### src/hw/trace_params_pkg.sv
/*
 * trace sizing constants
 * widths of the branch map, the branch count and instruction addresses
 */
package trace_params_pkg;

    // outcome bits held by one branch map
    localparam int BRANCH_MAP_LEN = 31;

    // count runs 0..31, so five bits
    localparam int BRANCH_COUNT_LEN = 5;

    // instruction address width
    localparam int IADDR_LEN = 32;

endpackage

### src/hw/trace_types_pkg.sv
/*
 * trace encoder types
 * retired instruction kinds and trace packet formats
 */
package trace_types_pkg;

    // kind of instruction reported by the retirement port
    typedef enum logic [2:0] {
        ITYPE_OTHER            = 3'd0,
        ITYPE_BRANCH_TAKEN     = 3'd1,
        ITYPE_BRANCH_NOT_TAKEN = 3'd2,
        ITYPE_JUMP_UNINF       = 3'd3,
        ITYPE_EXCEPTION        = 3'd4
    } itype_e;

    // branch-history packet formats
    typedef enum logic [1:0] {
        FMT_BRANCH_FULL = 2'd0,  // full map, no address
        FMT_BRANCH_ADDR = 2'd1,  // map plus address
        FMT_ADDR_ONLY   = 2'd2   // address only, map was empty
    } pkt_fmt_e;

endpackage

### src/hw/instr_classifier.sv
/*
 * instruction classifier
 * turns retirement reports into branch strobes and packet requests
 */
module instr_classifier
    import trace_params_pkg::*, trace_types_pkg::*;
(
    input  logic                 clk,
    input  logic                 reset_i,
    input  logic                 retire_valid_i,
    input  itype_e               itype_i,
    input  logic [IADDR_LEN-1:0] iaddr_i,
    output logic                 branch_valid_o,
    output logic                 branch_taken_o,
    output logic                 packet_req_o,
    output logic [IADDR_LEN-1:0] req_addr_o
);

    // first stage holds the raw report
    logic                 ret_valid_q;
    itype_e               itype_q;
    logic [IADDR_LEN-1:0] iaddr_q;

    // decoded kind of the held report
    logic is_branch;
    logic is_req;

    always_ff @(posedge clk) begin
        if (reset_i) begin
            ret_valid_q <= 1'b0;
        end else begin
            ret_valid_q <= retire_valid_i;
        end
        itype_q <= itype_i;
        iaddr_q <= iaddr_i;
    end

    // ITYPE_OTHER falls through and produces nothing
    assign is_branch = ret_valid_q && ((itype_q == ITYPE_BRANCH_TAKEN) ||
                                       (itype_q == ITYPE_BRANCH_NOT_TAKEN));
    assign is_req    = ret_valid_q && ((itype_q == ITYPE_JUMP_UNINF) ||
                                       (itype_q == ITYPE_EXCEPTION));

    // second stage drives the strobes
    always_ff @(posedge clk) begin
        if (reset_i) begin
            branch_valid_o <= 1'b0;
            packet_req_o   <= 1'b0;
        end else begin
            branch_valid_o <= is_branch;
            packet_req_o   <= is_req;
        end
        branch_taken_o <= (itype_q == ITYPE_BRANCH_TAKEN);
        // address only matters alongside a request
        if (is_req) begin
            req_addr_o <= iaddr_q;
        end
    end

    // one retirement per cycle, so a branch and a request never coincide
    a_branch_xor_req: assert property (
        @(posedge clk) disable iff (reset_i)
        !(branch_valid_o && packet_req_o)
    ) else $error("branch strobe and packet request high together");

endmodule

### src/hw/branch_map.sv
/*
 * branch map
 * collects taken/not-taken outcomes into a bit map with a running count
 */
module branch_map
    import trace_params_pkg::*;
(
    input  logic                        clk,
    input  logic                        reset_i,
    input  logic                        valid_i,
    input  logic                        branch_taken_i,
    input  logic                        flush_i,
    output logic [BRANCH_MAP_LEN-1:0]   map_o,
    output logic [BRANCH_COUNT_LEN-1:0] branches_o,
    output logic                        is_full_o,
    output logic                        is_empty_o
);

    logic [BRANCH_MAP_LEN-1:0]   map_q;
    logic [BRANCH_COUNT_LEN-1:0] branches_q;

    logic [BRANCH_MAP_LEN-1:0]   map_d;
    logic [BRANCH_COUNT_LEN-1:0] branches_d;

    // flush first, then the new outcome lands on top of whatever is left,
    // so flush plus branch gives a map with only bit 0 and count 1
    always_comb begin
        map_d      = map_q;
        branches_d = branches_q;

        if (flush_i) begin
            map_d      = '0;
            branches_d = '0;
        end

        if (valid_i) begin
            map_d[branches_d] = branch_taken_i;
            branches_d        = branches_d + 1'b1;
        end
    end

    // outcome bits and count
    always_ff @(posedge clk) begin
        if (reset_i) begin
            map_q      <= '0;
            branches_q <= '0;
        end else begin
            map_q      <= map_d;
            branches_q <= branches_d;
        end
    end

    assign map_o      = map_q;
    assign branches_o = branches_q;

    // full at 31 outcomes
    assign is_full_o  = (branches_q == BRANCH_COUNT_LEN'(BRANCH_MAP_LEN));
    assign is_empty_o = (branches_q == '0);

    // next count before it wraps in the five-bit register
    a_count_in_range: assert property (
        @(posedge clk) disable iff (reset_i)
        (flush_i ? 32'(valid_i) : 32'(branches_q) + 32'(valid_i)) <= BRANCH_MAP_LEN
    ) else $error("branch count beyond map length");

    // the emitter must drain a full map before another outcome arrives
    a_no_overflow: assert property (
        @(posedge clk) disable iff (reset_i)
        (valid_i && is_full_o) |-> flush_i
    ) else $error("branch written into a full map without flush");

endmodule

### src/hw/branch_packet_emitter.sv
/*
 * branch packet emitter
 * emits a trace packet on a request or a full map and flushes the map
 */
module branch_packet_emitter
    import trace_params_pkg::*, trace_types_pkg::*;
(
    input  logic                        clk,
    input  logic                        reset_i,
    input  logic                        packet_req_i,
    input  logic [IADDR_LEN-1:0]        req_addr_i,
    input  logic [BRANCH_MAP_LEN-1:0]   map_i,
    input  logic [BRANCH_COUNT_LEN-1:0] branches_i,
    input  logic                        is_full_i,
    input  logic                        is_empty_i,
    output logic                        flush_o,
    output logic                        packet_valid_o,
    output pkt_fmt_e                    packet_fmt_o,
    output logic [BRANCH_MAP_LEN-1:0]   packet_map_o,
    output logic [BRANCH_COUNT_LEN-1:0] packet_count_o,
    output logic [IADDR_LEN-1:0]        packet_addr_o
);

    logic emit;

    // next packet fields
    pkt_fmt_e                    fmt_d;
    logic [BRANCH_MAP_LEN-1:0]   map_d;
    logic [BRANCH_COUNT_LEN-1:0] count_d;
    logic [IADDR_LEN-1:0]        addr_d;

    assign emit = packet_req_i || is_full_i;

    // map starts over in the same cycle the packet is captured
    assign flush_o = emit;

    // a request wins over a full map and still carries the map along
    always_comb begin
        fmt_d   = FMT_BRANCH_FULL;
        map_d   = map_i;
        count_d = branches_i;
        addr_d  = '0;

        if (packet_req_i) begin
            addr_d = req_addr_i;
            if (is_empty_i) begin
                fmt_d   = FMT_ADDR_ONLY;
                map_d   = '0;
                count_d = '0;
            end else begin
                fmt_d = FMT_BRANCH_ADDR;
            end
        end
    end

    // fields hold until the next packet
    always_ff @(posedge clk) begin
        if (reset_i) begin
            packet_valid_o <= 1'b0;
            packet_fmt_o   <= FMT_BRANCH_FULL;
            packet_map_o   <= '0;
            packet_count_o <= '0;
            packet_addr_o  <= '0;
        end else begin
            packet_valid_o <= emit;
            if (emit) begin
                packet_fmt_o   <= fmt_d;
                packet_map_o   <= map_d;
                packet_count_o <= count_d;
                packet_addr_o  <= addr_d;
            end
        end
    end

    // a second packet in a row needs a new request or a freshly full map
    a_back_to_back: assert property (
        @(posedge clk) disable iff (reset_i)
        (packet_valid_o && $past(packet_valid_o)) |->
            ($past(packet_req_i) || ($past(is_full_i) && !$past(is_full_i, 2)))
    ) else $error("consecutive packets without a trigger for each");

endmodule

### src/hw/branch_trace_top.sv
/*
 * branch trace top
 * classifier feeds the branch map, the emitter drains it into packets
 */
module branch_trace_top
    import trace_params_pkg::*, trace_types_pkg::*;
(
    input  logic                        clk,
    input  logic                        reset_i,
    input  logic                        retire_valid_i,
    input  itype_e                      itype_i,
    input  logic [IADDR_LEN-1:0]        iaddr_i,
    output logic                        packet_valid_o,
    output pkt_fmt_e                    packet_fmt_o,
    output logic [BRANCH_MAP_LEN-1:0]   packet_map_o,
    output logic [BRANCH_COUNT_LEN-1:0] packet_count_o,
    output logic [IADDR_LEN-1:0]        packet_addr_o
);

    // classifier to map
    logic branch_valid;
    logic branch_taken;

    // classifier to emitter
    logic                 packet_req;
    logic [IADDR_LEN-1:0] req_addr;

    // map state seen by the emitter
    logic [BRANCH_MAP_LEN-1:0]   map;
    logic [BRANCH_COUNT_LEN-1:0] branches;
    logic                        is_full;
    logic                        is_empty;

    logic flush;

    instr_classifier u_classifier (
        .clk            (clk),
        .reset_i        (reset_i),
        .retire_valid_i (retire_valid_i),
        .itype_i        (itype_i),
        .iaddr_i        (iaddr_i),
        .branch_valid_o (branch_valid),
        .branch_taken_o (branch_taken),
        .packet_req_o   (packet_req),
        .req_addr_o     (req_addr)
    );

    branch_map u_branch_map (
        .clk            (clk),
        .reset_i        (reset_i),
        .valid_i        (branch_valid),
        .branch_taken_i (branch_taken),
        .flush_i        (flush),
        .map_o          (map),
        .branches_o     (branches),
        .is_full_o      (is_full),
        .is_empty_o     (is_empty)
    );

    branch_packet_emitter u_emitter (
        .clk            (clk),
        .reset_i        (reset_i),
        .packet_req_i   (packet_req),
        .req_addr_i     (req_addr),
        .map_i          (map),
        .branches_i     (branches),
        .is_full_i      (is_full),
        .is_empty_i     (is_empty),
        .flush_o        (flush),
        .packet_valid_o (packet_valid_o),
        .packet_fmt_o   (packet_fmt_o),
        .packet_map_o   (packet_map_o),
        .packet_count_o (packet_count_o),
        .packet_addr_o  (packet_addr_o)
    );

endmodule

### config.mk
export PLATFORM = sky130hd
export DESIGN_NAME = branch_trace_top
export DESIGN_NICKNAME = d
export VERILOG_FILES = /design/src/hw/trace_params_pkg.sv /design/src/hw/trace_types_pkg.sv /design/src/hw/instr_classifier.sv /design/src/hw/branch_map.sv /design/src/hw/branch_packet_emitter.sv /design/src/hw/branch_trace_top.sv
export SDC_FILE = /design/constraint.sdc
export NUM_CORES = 1
export LEC_CHECK = 0
export BUFFER_PORTS_ARGS = -buffer_cell sky130_fd_sc_hd__buf_2
export CAP_MARGIN = 20
export CORE_MARGIN = 2
export CORE_UTILIZATION = 40
export CTS_BUF_LIST = sky130_fd_sc_hd__clkbuf_4 sky130_fd_sc_hd__clkbuf_8
export DETAILED_ROUTE_END_ITERATION = 10
export PLACE_DENSITY_LB_ADDON = 0.15
export SLEW_MARGIN = 20
export SYNTH_ARGS = -nofsm -noshare
export SYNTH_HDL_FRONTEND = slang
export SYNTH_SLANG_ARGS = --single-unit
### constraint.sdc
create_clock -name clk -period 2.35 [get_ports clk]
set_clock_uncertainty 0.05 [all_clocks]
set_input_delay 0.1175 -clock clk [delete_from_list [all_inputs] [get_ports clk]]
set_output_delay 0.1175 -clock clk [all_outputs]
set_load 0.03 [all_outputs]
==> results.py <==
metrics = {
    "global_routing": {
        "antenna_found_initial": 0,
        "grt_usage_pct": 16.8,
        "grt_pass1_wl_mm": 20.6,
        "grt_max_degree": 55,
        "grt_pass1_vias": 4164,
        "grt-ovfl-total": 0,
    },
    "timing": {
        "fmax_ghz": 0.494,
        "final-hold-violation-count": 0,
        "max_slew_margin_pct": 55.2,
        "drv_slew": 0,
        "tightest_slew_ns": 0.663,
        "setup_violations": 0,
        "layout_worst_path_cycle_share_pct": 86.2,
        "rsz0062_at_grt": "false",
        "setup_tns_ns": 0,
        "layout_min_cycle_time_ns": 2.03,
    },
    "placed_design": {
        "io_buffers": 108,
        "dp.cells": 767,
        "gp_congestion": 0.824,
        "hpwl_mm": 8.08,
    },
    "setup_path": {
        "crit_arrival_ns": 2.37,
        "endpoint_kind": "flop",
        "path_max_fanout": 26,
        "crit_required_ns": 2.69,
        "r2r_start": "u_branch_map.branches_o[2]",
        "cp-start-kind": "flop",
        "r2r_end": "u_emitter.packet_addr_o[21]",
        "cp-startpoint": "u_branch_map.branches_o[2]",
        "crit_end": "u_emitter.packet_addr_o[21]",
        "rr_worst_depth": 5,
        "rrSetupSlack_ns": 0.32,
        "worstSetupPathType": "reg2reg",
    },
    "drt": {
        "wl_mm": 12.5,
        "drt_iter0_drc": 249,
        "via_per_inst": 4.96,
        "antenna_left": 0,
        "firstDrtPassIters": 4,
        "drc_errors": 0,
        "vias": 4143,
        "wl_per_cell_um": 14.9,
    },
    "clock_tree": {
        "post-cts-setup-buffer-count": 0,
        "numCtsBuffers": 17,
        "clk_latency_ns": 0.46,
        "h-tree-depth": 4,
        "clkTransAtPathRegs_ns": 0.09,
        "cts_sinks": 178,
        "cts.path.max_buffers": 2,
        "cts-resized-gates": 0,
        "cts_tree": "yes",
        "cts-root-buf": "clkbuf_8",
        "cts-hold-fix-buffers": 37,
    },
    "power_and_ir_drop": {
        "power_w": 0.00545,
        "p_per_area_mw_per_mm2": 746,
        "p_leak_nw": 2.96,
        "vdd_drop_max_mv": 0.803,
    },
    "die": {
        "core_mm2": 0.0144,
        "initial_core_util_pct": 40.4,
        "die_area_mm2": 0.0155,
        "placementRows": 44,
        "ios": 109,
        "die_w_um": 124,
        "fp.dieH_um": 124,
    },
    "synth": {
        "synth_seq_cells": 178,
        "syn-cell-area_mm2": 0.00580,
        "synth_top_area_share_pct": 50.4,
        "yosys.area.top_type": "dfxtp_1",
        "async_reset_ff_share_pct": 0,
        "synth_warnings": 0,
        "synth_area_leaders": "dfxtp_1, edfxtp_1, a22o_1",
        "dominantRegCellSynth": "dfxtp_1",
        "yosysSeqAreaShare_pct": 67.0,
        "syn_inst": 491,
        "synth_common_cells": "dfxtp_1, nand2_1, nor2_1",
        "synth_edf_count": 32,
        "ys_types": 50,
        "yosysMostFrequentCell": "dfxtp_1",
        "synth_nets": 529,
        "syn_avg_cell_area_um2": 11.8,
    },
    "layout": {
        "antenna_cells": 0,
        "area_growth_pct": 26.0,
        "final_cell_count_no_fill": 836,
        "drive_above_1_share_pct": 26.1,
        "layout.nets": 677,
    },
    "run": {
        "drv_cap": 0,
    },
    "run_status": {
        "run_status": "finished clean",
    },
    "worst_hold_path": {
        "worstHoldStart": "iaddr_i[15]",
        "hold_path.class": "in2reg",
    },
}
## cell type report
| class | instances | area (µm²) |
|---|---|---|
| fillers | 1306 | 7060 |
| flip-flops and latches | 178 | 3880 |
| multi-input cells | 270 | 1690 |
| repair buffers | 166 | 1080 |
| clock buffers | 17 | 234 |
| well taps | 184 | 230 |
| clock inverters | 15 | 166 |
| inverters | 6 | 22.5 |
## critical path, cell delays in order, from the launching register on
cell,delay (ns)
dfxtp_1,0.45
and3_1,0.31
a31oi_4,0.54
buf_4,0.38
a22oi_1,0.11
nor2_1,0.11
## cell families (layout without fill, tap and decap cells)
logic type	Yosys count	count (layout)	share of synthesized area (%)
buffers and inverters	43	204	4.08
muxes	10	10	1.73
and+or+nand+nor	148	148	12.4
DFF	178	178	67.0
AOI/OAI and AO/OA	109	109	14.4
xor gates and xnor gates	3	3	0.453
## where the power goes
part,internal [W],switching (W),leakage (nW),total [W]
clock network,0.000888,0.00117,0.198,0.00206
registers,0.00316,0.0000248,1.48,0.00319
logic,0.0000942,0.000109,1.28,0.000203
total,0.00415,0.00131,2.96,0.00545
## registers in the layout (all words and copies together) (netlist names), 2 cells and up
name / flops
u_branch_map.map_o: 31
u_classifier.itype_q: 3
u_classifier.iaddr_q: 32
u_classifier.req_addr_o: 32
u_branch_map.branches_o: 5
u_emitter.packet_map_o: 31
u_emitter.packet_fmt_o: 2
u_emitter.packet_count_o: 5
u_emitter.packet_addr_o: 32
## per-layer routing
metal,part of all wire [%],vias up,track usage [%]
li1,-,2074,-
met4,0.75,0,5.42
met2,48,110,27.8
met1,45,1952,20.4
met3,5.5,7,6.36
met5,0,-,0
## placed cells by master, fill, tap and decap left out, drive strengths merged, types with 3 or more instances in the layout
cell type,instances
a22oi,32
nand3,30
dfxtp,146
o211ai,6
nor3,3
nor4b,4
dlygate4sd3,37
and4bb,3
clkinv,4
mux2i,10
buf,129
a21oi,22
edfxtp,32
a22o,31
nand2,44
nand4,3
clkbuf,17
o21ai,3
and3,3
inv,14
nor2,44
## through the flow
stage | hold WS [ns] | setup WS [ns] | cell area, µm² | utilization (%)
final | 0.233 | 0.324 | 7310 | 50.9
after global routing | 0.195 | 0.116 | 7310 | 50.9
after CTS | 0.198 | 0.330 | 7310 | 50.9
after detailed placement | 0.171 | 0.353 | 6540 | 45.5
after global placement | 0.169 | 0.430 | 6540 | 45.5
after floorplan | 0.0952 | 0.522 | 5800 | -
## worst min path at each step
stage | slack [ns] | cells after the start | to
after global placement | 0.17 | 1 | u_classifier.iaddr_q[17]
after floorplan | 0.1 | 0 | u_classifier.iaddr_q[0]
after detailed placement | 0.17 | 1 | u_classifier.iaddr_q[13]
after CTS | 0.20 | 2 | u_classifier.iaddr_q[2]
final | 0.23 | 2 | u_classifier.iaddr_q[15]
after global routing | 0.19 | 2 | u_classifier.itype_q[0]
(Power assumes the default switching activity.)
